File: config.mk
export PLATFORM = sky130hd
export DESIGN_NAME = conv1d_wb_regs
export DESIGN_NICKNAME = d
export VERILOG_FILES = /design/src/design/conv1d_ctrl_pkg.sv /design/src/design/conv1d_data_pkg.sv /design/src/design/conv1d_wb_regs.sv
export VERILOG_INCLUDE_DIRS = /design/src /design/src/design
export SDC_FILE = /design/constraint.sdc
export NUM_CORES = 1
export LEC_CHECK = 0
export ABC_AREA = 1
export BUFFER_PORTS_ARGS = -buffer_cell sky130_fd_sc_hd__buf_2
export CORE_MARGIN = 8
export CORE_UTILIZATION = 40
export CTS_BUF_LIST = sky130_fd_sc_hd__clkbuf_8 sky130_fd_sc_hd__clkbuf_16
export CTS_CLUSTER_SIZE = 12
export DETAILED_ROUTE_END_ITERATION = 7
export PLACE_DENSITY_LB_ADDON = 0.05
export SYNTH_ARGS = -nofsm -noshare
export SYNTH_HDL_FRONTEND = slang
export SYNTH_SLANG_ARGS = --single-unit
File: constraint.sdc
create_clock -name clk -period 2 [get_ports clk]
set_input_delay 0.1 -clock clk [delete_from_list [all_inputs] [get_ports clk]]
set_output_delay 0.1 -clock clk [all_outputs]
set_load 0.02 [all_outputs]
File: src/design/conv1d_consts.svh
/* compile-time limits of the int8 convolution engine, operand packing,
   bank depth and the wishbone byte address map of the register file */
`ifndef CONV1D_CONSTS_SVH
`define CONV1D_CONSTS_SVH

// number of kernel taps, also the ring length in units of one input depth
`define CONV_KERNEL_LEN 8

// largest supported input depth, must stay a multiple of eight
`define CONV_MAX_CHANNELS 16

// int8 lanes packed into one 32-bit operand word
`define CONV_LANES 4

// one step consumes an even/odd word pair, so each bank holds half the words
`define CONV_BANK_WORDS ((`CONV_KERNEL_LEN * `CONV_MAX_CHANNELS) / (2 * `CONV_LANES))

// operand buffer regions
`define CONV_ADR_INPUT  12'h000
`define CONV_ADR_FILTER 12'h100

// parameter registers, one 32-bit word each
`define CONV_ADR_IN_OFFSET  12'h200
`define CONV_ADR_DEPTH      12'h204
`define CONV_ADR_START_X    12'h208
`define CONV_ADR_BIAS       12'h20C
`define CONV_ADR_ACT_MIN    12'h210
`define CONV_ADR_ACT_MAX    12'h214
`define CONV_ADR_OUT_OFFSET 12'h218

// writing ctrl starts a run, reading it returns done in bit 0
`define CONV_ADR_CTRL   12'h21C
`define CONV_ADR_RESULT 12'h220

`endif
File: src/design/conv1d_ctrl_pkg.sv
/* control side types: accumulator word, the host parameter bundle
   and the engine state encoding */
`default_nettype none

package conv1d_ctrl_pkg;

  // accumulator and result word, wraps modulo 2^32
  typedef logic signed [31:0] acc_t;

  // fields follow the register order of the address map
  typedef struct packed {
    logic signed [31:0] in_offset;
    logic signed [31:0] depth;
    logic signed [31:0] start_x;
    logic signed [31:0] bias;
    logic signed [31:0] act_min;
    logic signed [31:0] act_max;
    logic signed [31:0] out_offset;
  } conv_params_t;

  // idle doubles as the done status seen by the host
  typedef enum logic [1:0] {
    ENG_IDLE,
    ENG_READ,
    ENG_ACC,
    ENG_QUANT
  } eng_state_e;

endpackage

`default_nettype wire

File: src/design/conv1d_data_pkg.sv
/* operand data types: signed int8 lane, the raw/lane view of a buffer
   word, the bank row index and the buffer write request */
`default_nettype none
`include "conv1d_consts.svh"

package conv1d_data_pkg;

  typedef logic signed [7:0] int8_t;

  // the host sees a plain 32-bit word, the engine sees four signed lanes
  // with lane 0 taken from the low byte
  typedef union packed {
    logic [31:0]                  raw;
    int8_t [`CONV_LANES-1:0]      lane;
  } operand_word_u;

  // row within one even or odd bank
  typedef logic [$clog2(`CONV_BANK_WORDS)-1:0] row_idx_t;

  // one write into the banked operand memory
  typedef struct packed {
    logic          en;
    logic          flt;
    logic          odd;
    row_idx_t      row;
    operand_word_u data;
  } buf_wr_t;

endpackage

`default_nettype wire

File: src/design/conv1d_wb_regs.sv
/* wishbone classic slave with the parameter registers, operand buffer
   write generation and the start/done handshake towards the engine */
`timescale 1ns/1ps
`default_nettype none
`include "conv1d_consts.svh"

module conv1d_wb_regs (
  input  logic                          clk,
  input  logic                          arst_n,
  input  logic                          wb_cyc,
  input  logic                          wb_stb,
  input  logic                          wb_we,
  input  logic [11:0]                   wb_adr,
  input  logic [31:0]                   wb_dat_w,
  output logic                          wb_ack,
  output logic [31:0]                   wb_dat_r,
  output conv1d_data_pkg::buf_wr_t      buf_wr,
  output conv1d_ctrl_pkg::conv_params_t params,
  output logic                          start,
  input  logic                          done,
  input  conv1d_ctrl_pkg::acc_t         result
);
  import conv1d_data_pkg::*;
  import conv1d_ctrl_pkg::*;

  // byte span of one operand buffer, both banks together
  localparam int BUF_ADR_BITS = $clog2(2 * `CONV_BANK_WORDS * `CONV_LANES);
  localparam logic [11:0] ADR_INPUT  = `CONV_ADR_INPUT;
  localparam logic [11:0] ADR_FILTER = `CONV_ADR_FILTER;

  logic [11:0] word_adr;
  logic        access;
  logic        wr_access;
  logic        hit_input;
  logic        hit_filter;

  // byte lane bits carry no meaning, every register is a full word
  assign word_adr = {wb_adr[11:2], 2'b00};

  // an access is taken on the edge that raises ack, so the cycle with ack
  // high never counts a second time
  assign access    = wb_cyc && wb_stb && !wb_ack;
  assign wr_access = access && wb_we;

  assign hit_input  = word_adr[11:BUF_ADR_BITS] == ADR_INPUT[11:BUF_ADR_BITS];
  assign hit_filter = word_adr[11:BUF_ADR_BITS] == ADR_FILTER[11:BUF_ADR_BITS];

  // word index bit 0 picks the bank, the rest is the row inside it
  always_comb begin
    buf_wr.en       = wr_access && (hit_input || hit_filter);
    buf_wr.flt      = hit_filter;
    buf_wr.odd      = wb_adr[2];
    buf_wr.row      = wb_adr[BUF_ADR_BITS-1:3];
    buf_wr.data.raw = wb_dat_w;
  end

  // parameter registers are written on the ack edge
  always_ff @(posedge clk or negedge arst_n) begin
    if (!arst_n) begin
      params <= '0;
    end else if (wr_access) begin
      case (word_adr)
        `CONV_ADR_IN_OFFSET:  params.in_offset  <= wb_dat_w;
        `CONV_ADR_DEPTH:      params.depth      <= wb_dat_w;
        `CONV_ADR_START_X:    params.start_x    <= wb_dat_w;
        `CONV_ADR_BIAS:       params.bias       <= wb_dat_w;
        `CONV_ADR_ACT_MIN:    params.act_min    <= wb_dat_w;
        `CONV_ADR_ACT_MAX:    params.act_max    <= wb_dat_w;
        `CONV_ADR_OUT_OFFSET: params.out_offset <= wb_dat_w;
        default: ;
      endcase
    end
  end

  // ack, read data and start all come out of registers
  always_ff @(posedge clk or negedge arst_n) begin
    if (!arst_n) begin
      wb_ack   <= 1'b0;
      wb_dat_r <= '0;
      start    <= 1'b0;
    end else begin
      wb_ack <= access;

      // a ctrl write during a run is acknowledged and dropped here
      start <= wr_access && (word_adr == `CONV_ADR_CTRL) && done;

      if (access && !wb_we) begin
        case (word_adr)
          `CONV_ADR_CTRL:   wb_dat_r <= {{31{1'b0}}, done};
          `CONV_ADR_RESULT: wb_dat_r <= result;
          default:          wb_dat_r <= '0;
        endcase
      end else begin
        wb_dat_r <= '0;
      end
    end
  end

endmodule

`default_nettype wire

==> metrics.cfg, run 1 <==
[power]
p_leak_nw = 8.528
seq_power_share_pct = 47.2
p_switching_mw = 2.704
peakVddDrop_mv = 0.6124
clkPwrFrac_pct = 45.4
pwr-share-comb_pct = 7.4
swShare_pct = 24.33
power_density_nw_per_um2 = 765.8
intPower_mw = 8.408

[timing]
final_max_slew_viol_count = 0
rsz0062_at_grt = false
relSlewSlack_pct = 63.98
setup_viol = 0
tightest_slew_ps = 540.3
clock_skew_ps = 9.122
post-route-period-util_pct = 91.12
fmax_mhz = 548.7
fin_crit_ps = 1822
hold_ws_ps = 14.71
timing.setup.tns_ps = 0
fin_ws_ps = 177.6
hold_viol = 0

[critical_path]
worstPathArrival_ps = 1720
crit_type = register to output pin
endpoint_kind = output pin
rr_startpoint = wb_ack
timing.rr.end = params[152]
cp_max_fo = 4
cp.required_ps = 1900
crit_path_start_kind = register
r2r_slack_ps = 300
rr_worst_depth = 7

[synthesis]
synth_warnings = 0
synth_nets = 1259
synth-edff-count = 0
syn_inst = 1177
synth_area_sq_um = 10830
syn_area_per_cell_sq_um = 9.203
synth_area_leaders = dfrtp_1 (60%), nand2_1 (17%), nand4_1 (13%)
synth_flop_cell = dfrtp_1
synth_top_area_cell = dfrtp_1
seq_area_frac_synth_pct = 59.60
yosys-top-cells-count = nand2_1 (487), dfrtp_1 (258), nand4_1 (224)
netlist-cell-type-count = 19
yosys.area.top_type_share_pct = 59.60
synth.most_common_cell = nand2_1
ys_seq_elements = 258
async_flop_share_pct = 100.0

[clocking]
clock_sinks = 258
clockBufferDepth = 3
clk_latency_ps = 530
cts.clk_slew.worst_paths_ps = 60
cts_max_level = 1
numCtsBuffers = 29
clock-root-buffer = clkbuf_16
cts_tree = built

[drt]
wl_per_cell_microns = 21.03
wirelength_microns = 40550
ant_nets = 0
drtPass1Iterations = 5
vias = 10070
viasPerCell = 5.223
dr.first_iter.drc_count = 767
drcViolationCount = 0

[global_routing]
grt_pass1_wl_microns = 62710
antenna_found_initial = 1
grt_pass1_vias = 10070
grt_usage_pct = 24.15
grt_overflow_total = 0
grt_max_degree = 111

[final_layout]
fill_cells = 2502
multiInputGateArea_sq_um = 3573
drive_gt1_share_pct = 30.58
final_area_sq_um = 14510
regArea_sq_um = 6456
fin_nets = 1646
instances_no_fill = 1928
syn_to_final_growth_pct = 33.96

[run]
maxCapViolations = 0

[place]
dp_hpwl_microns = 26310
place_area_sq_um = 12830
gp_congestion = 0.7658
placed_cells = 1798
io_buffers = 376
post-place-ws_ps = 308.5

[die]
rows = 60
die_area_sq_um = 32600
chipWidth_microns = 180.6
io_pins = 379
coreArea_sq_um = 26800
fp.dieH_microns = 180.6
start_util_pct = 40.42

[run_status]
status = complete, no violations

[min_path]
min_to = wb_dat_r[0]
holdPathStages = 5
worstHoldPathType = primary input to register
min_from = wb_adr[2]

==> critical path, cell delays in order, from the launching register on <==
cell and delay [ps]:
dfrtp_1 380, nand3b_4 190, nor3_1 360, buf_2 250
==> per-stage QoR <==
| step | utilization [%] | power (mW) |
|---|---|---|
| 3_3_place_gp | 47.89 | 6.059 |
| 6_report | 54.14 | 11.11 |
| 2_1_floorplan | - | 5.638 |
| 4_1_cts | 54.09 | 11.24 |
| 5_1_grt | 54.14 | 11.47 |
| 3_5_place_dp | 47.89 | 6.058 |
==> layout make-up <==
class	instances	share of cell area, %
flip-flops and latches	258	44.49
multi-input cells	771	24.63
repair buffers	493	21.36
clock buffers	37	5.760
well taps	341	2.940
clock inverters	16	0.5174
inverters	11	0.2846
diodes	1	0.01725
==> what timing repair did <==
action                                 CTS  global route
setup buffers                            0             1
endpoints found under the hold margin  458             0
setup endpoints to repair                0             1
gates resized for setup                  0             1
hold buffers                            75             0
==> logic make-up (layout without fill, tap and decap cells) <==
logic type / Yosys count / in the layout / synth area share, %
AO/OA/AOI/OAI: 1 / 1 / 0.04616
flip-flops: 258 / 258 / 59.60
buffers and inverters: 148 / 557 / 7.635
other: 0 / 1 / 0
AND/OR/NAND/NOR: 770 / 770 / 32.71
==> power groups by stage <==
stage | Combinational, mW | Sequential (mW) | Clock (mW)
finish | 0.819 | 5.25 | 5.04
global route | 0.885 | 5.25 | 5.34
CTS | 0.825 | 5.25 | 5.16
detailed placement | 0.715 | 5.34 | 0
global placement | 0.716 | 5.34 | 0
floorplan | 0.272 | 5.37 | 0
==> cells in the final DEF (no fill, tap or decap), types with 3 or more instances in the layout <==
| master | Yosys | layout |
|---|---|---|
| buf_12 | 0 | 11 |
| buf_2 | 34 | 375 |
| buf_4 | 51 | 30 |
| clkbuf_16 | 0 | 29 |
| clkbuf_8 | 0 | 8 |
| clkinv_2 | 0 | 9 |
| dfrtp_1 | 258 | 258 |
| dlygate4sd3_1 | 0 | 75 |
| inv_1 | 6 | 12 |
| inv_2 | 5 | 5 |
| nand2_1 | 487 | 487 |
| nand3_1 | 4 | 3 |
| nand3_2 | 4 | 5 |
| nand4_1 | 224 | 224 |
| nor2_1 | 41 | 39 |
| nor2_4 | 5 | 8 |
==> how the worst max path moves through the flow <==
stage | to | slack, ps | from | depth (start not counted)
3_3_place_gp | params[175] | 330 | wb_ack | 7
6_report | buf_wr[38] | 180 | wb_ack | 3
2_1_floorplan | params[203] | 450 | wb_ack | 7
3_5_place_dp | params[154] | 310 | wb_ack | 7
4_1_cts | buf_wr[38] | 70 | wb_ack | 3
5_1_grt | buf_wr[38] | 60 | wb_ack | 3
==> metal layers <==
| metal | vias to the layer above | track usage, % | share of wire, % | routed length, microns |
|---|---|---|---|---|
| li1 | 4689 | - | - | - |
| met1 | 4913 | 31.94 | 42 | 17140 |
| met2 | 408 | 38.04 | 46 | 18720 |
| met3 | 60 | 7.520 | 8.9 | 3626 |
| met4 | 0 | 6.118 | 2.6 | 1054 |
| met5 | - | 0 | 0 | 0 |
==> sequential cells by signal (all words and copies together) (netlist names) <==
register / cells
params: 224
start: 1
wb_ack: 1
wb_dat_r: 32
No activity file was read; power rests on OpenSTA's default activity.
==> run 2: changes to the inputs <==
Settings changed: ABC_AREA 1 to default.
==> run 2 against run 1 <==
Compared with the run above: the flow now finishes with violations (hold timing); critical path depth rose by 1; register-to-register slack worse by 110 ps; total power fell by 2.1%; non-clock buffer count decreased by 21; clock-buffer cell count decreased by 1; sequential cell count is the same; largest cell class unchanged.
==> metrics.cfg, run 2 <==
[run_status]
status = finished, violations left
violations = hold timing

[die]
rows = 57
io_pins = 379
coreArea_sq_um = 24250
die_area_sq_um = 29840
chipWidth_microns = 172.7
fp.dieH_microns = 172.7
start_util_pct = 40.53

[timing]
relSlewSlack_pct = 60.57
rsz0062_at_grt = false
clock_skew_ps = 6.813
tightest_slew_ps = 588.9
final_max_slew_viol_count = 0
hold_ws_ps = -2.995
fin_crit_ps = 1910
fin_ws_ps = 90.06
timing.setup.tns_ps = 0
post-route-period-util_pct = 95.50
setup_viol = 0
hold_viol = 2
fmax_mhz = 523.6

[place]
post-place-ws_ps = 176.5
dp_hpwl_microns = 20200
gp_congestion = 0.7675
io_buffers = 376

[final_layout]
syn_to_final_growth_pct = 38.62
drive_gt1_share_pct = 62.63
layout_commonest_cell = buf_2
reg.largest.list = params: 224 flops, wb_dat_r: 32 flops
largest-register = params
multiInputGateArea_sq_um = 2948
fin_nets = 1127
fill_cells = 2036
final_core_utilization_pct = 56.18
regArea_sq_um = 6456
final_cell_mix = buf_2 (375), dfrtp_1 (258), mux2_2 (223)
diodes = 0
largest_reg_flops = 224

[synthesis]
ys_seq_elements = 258
yosys-top-cells-count = dfrtp_1 (258), mux2_2 (223), buf_4 (41)
synth_top_area_cell = dfrtp_1
synthAdderAreaFrac_pct = 0
syn_inst = 608
async_flop_share_pct = 100.0
netlist-cell-type-count = 23
syn_area_per_cell_sq_um = 16.16
synth_compound_area_share_pct = 0.07639
synth-simple-area-share_pct = 4.240
synthXorXnorAreaFrac_pct = 0
yosys.area.top_type_share_pct = 65.70
synth_area_leaders = dfrtp_1 (66%), mux2_2 (26%), buf_4 (3.1%)
synth_nets = 690
synth_warnings = 0
synth-edff-count = 0
synth_top_family_by_area = multiplexers
synth_flop_cell = dfrtp_1
synthMuxAreaShare_pct = 25.67
seq_area_frac_synth_pct = 65.70
synth_area_sq_um = 9827
synth.most_common_cell = dfrtp_1

[global_routing]
antenna_found_initial = 0
grt_pass1_wl_microns = 44370
grt_overflow_total = 0
grt_pass1_vias = 7383
grt_max_degree = 59
grt_usage_pct = 18.65

[critical_path]
cp_max_fo = 6
cp-endpoint = buf_wr[38]
crit_path_start_kind = register
endpoint_kind = output pin
startpoint = wb_ack
r2r_slack_ps = 190
rr_worst_depth = 5
rr_startpoint = wb_ack
cp.required_ps = 1900
crit_type = register to output pin
timing.rr.end = params[113]
worstPathArrival_ps = 1810

[power]
power_density_nw_per_um2 = 798.5
peakVddDrop_mv = 0.5383
p_leak_nw = 7.974
pwr-share-comb_pct = 5.2
p_switching_mw = 2.290
swShare_pct = 21.06
intPower_mw = 8.586
clkPwrFrac_pct = 46.5
p_total_mw = 10.88
seq_power_share_pct = 48.3

[drt]
drtPass1Iterations = 4
wl_met1_microns = 11430
highest_layer = met4
wl_met2_microns = 14150
met3WireLength_microns = 2396
wl_per_cell_microns = 20.55
dr.first_iter.drc_count = 224
vias = 6659
viasPerCell = 4.794
wirelength_microns = 28550
drcViolationCount = 0
ant_nets = 0

[clocking]
cts_tree = built
numCtsBuffers = 28
clock_sinks = 258
clock-root-buffer = clkbuf_16
cts.clk_slew.worst_paths_ps = 60
clk_latency_ps = 530
clockBufferDepth = 3
cts_max_level = 1

[run]
maxCapViolations = 0

[min_path]
worstHoldPathType = primary input to register

run 2: changes by cell type in the layout (fill, tap and decap cells not counted), moves of 8 or more:
| cell | delta |
|---|---|
| buf_4 | -13 |
| nor2_1 | -38 |
| nor2_4 | -8 |
| mux2_2 | +223 |
| nand2_1 | -485 |
| and2_1 | +31 |
| nand4_1 | -218 |
run 2: area by class of cell:
class                      count  area share [%]
sequential                   258           47.40
multi-input combinational    285           21.64
timing repair buffer         472           21.14
clock buffer                  36           6.035
tap                          324           2.976
clock inverter                14          0.8083
run 2: worst min-delay path by stage:
stage	cells past startpoint	slack (ps)	start	end
5_1_grt	2	5	wb_dat_w[31]	params[127]
3_5_place_dp	1	70	arst_n	params[166]
2_1_floorplan	0	-200	arst_n	params[0]
3_3_place_gp	1	60	arst_n	params[134]
6_report	2	-3	wb_dat_w[31]	params[63]
4_1_cts	2	0.6	wb_dat_w[31]	params[63]
run 2: stage by stage:
step,instances,hold WS (ps),area (sq um)
4_1_cts,1389,0.6062,13620
3_5_place_dp,1267,69.29,11970
3_3_place_gp,1267,58.81,11970
5_1_grt,1389,4.692,13620
6_report,1389,-2.995,13620
2_1_floorplan,608,-195.6,9827
run 2: cells by family (layout without fill, tap and decap cells):
kind of cell / count (synthesis) / in the layout
DFF: 258 / 258
AOI/OAI and AO/OA: 1 / 1
buffers and inverters: 65 / 522
muxes: 224 / 224
and+or+nand+nor: 60 / 60
run 2: critical path, cell delays in order (launching register included):
cell and delay [ps]:
dfrtp_1 400, and4b_1 380, buf_4 180, and3b_1 150, buf_2 170
run 2: repair_timing:
| action | CTS | global route |
|---|---|---|
| endpoints found under the hold margin | 504 | 0 |
| gates resized for setup | 0 | 0 |
| buffers inserted | 0 | 0 |
| hold buffers | 72 | 0 |
run 2: per-layer routing:
layer / vias to the layer above / GRT usage (%)
met4: 0 / 4.743
met3: 39 / 6.404
met1: 3396 / 22.11
met5: - / 0
met2: 248 / 31.99
li1: 2976 / -
run 2: power groups by stage:
| stage | registers [mW] | clock network [mW] | logic [mW] |
|---|---|---|---|
| detailed placement | 5.34 | 0 | 0.469 |
| floorplan | 5.37 | 0 | 0.146 |
| CTS | 5.25 | 5.24 | 0.578 |
| global route | 5.25 | 5.47 | 0.624 |
| finish | 5.25 | 5.06 | 0.567 |
| global placement | 5.34 | 0 | 0.456 |
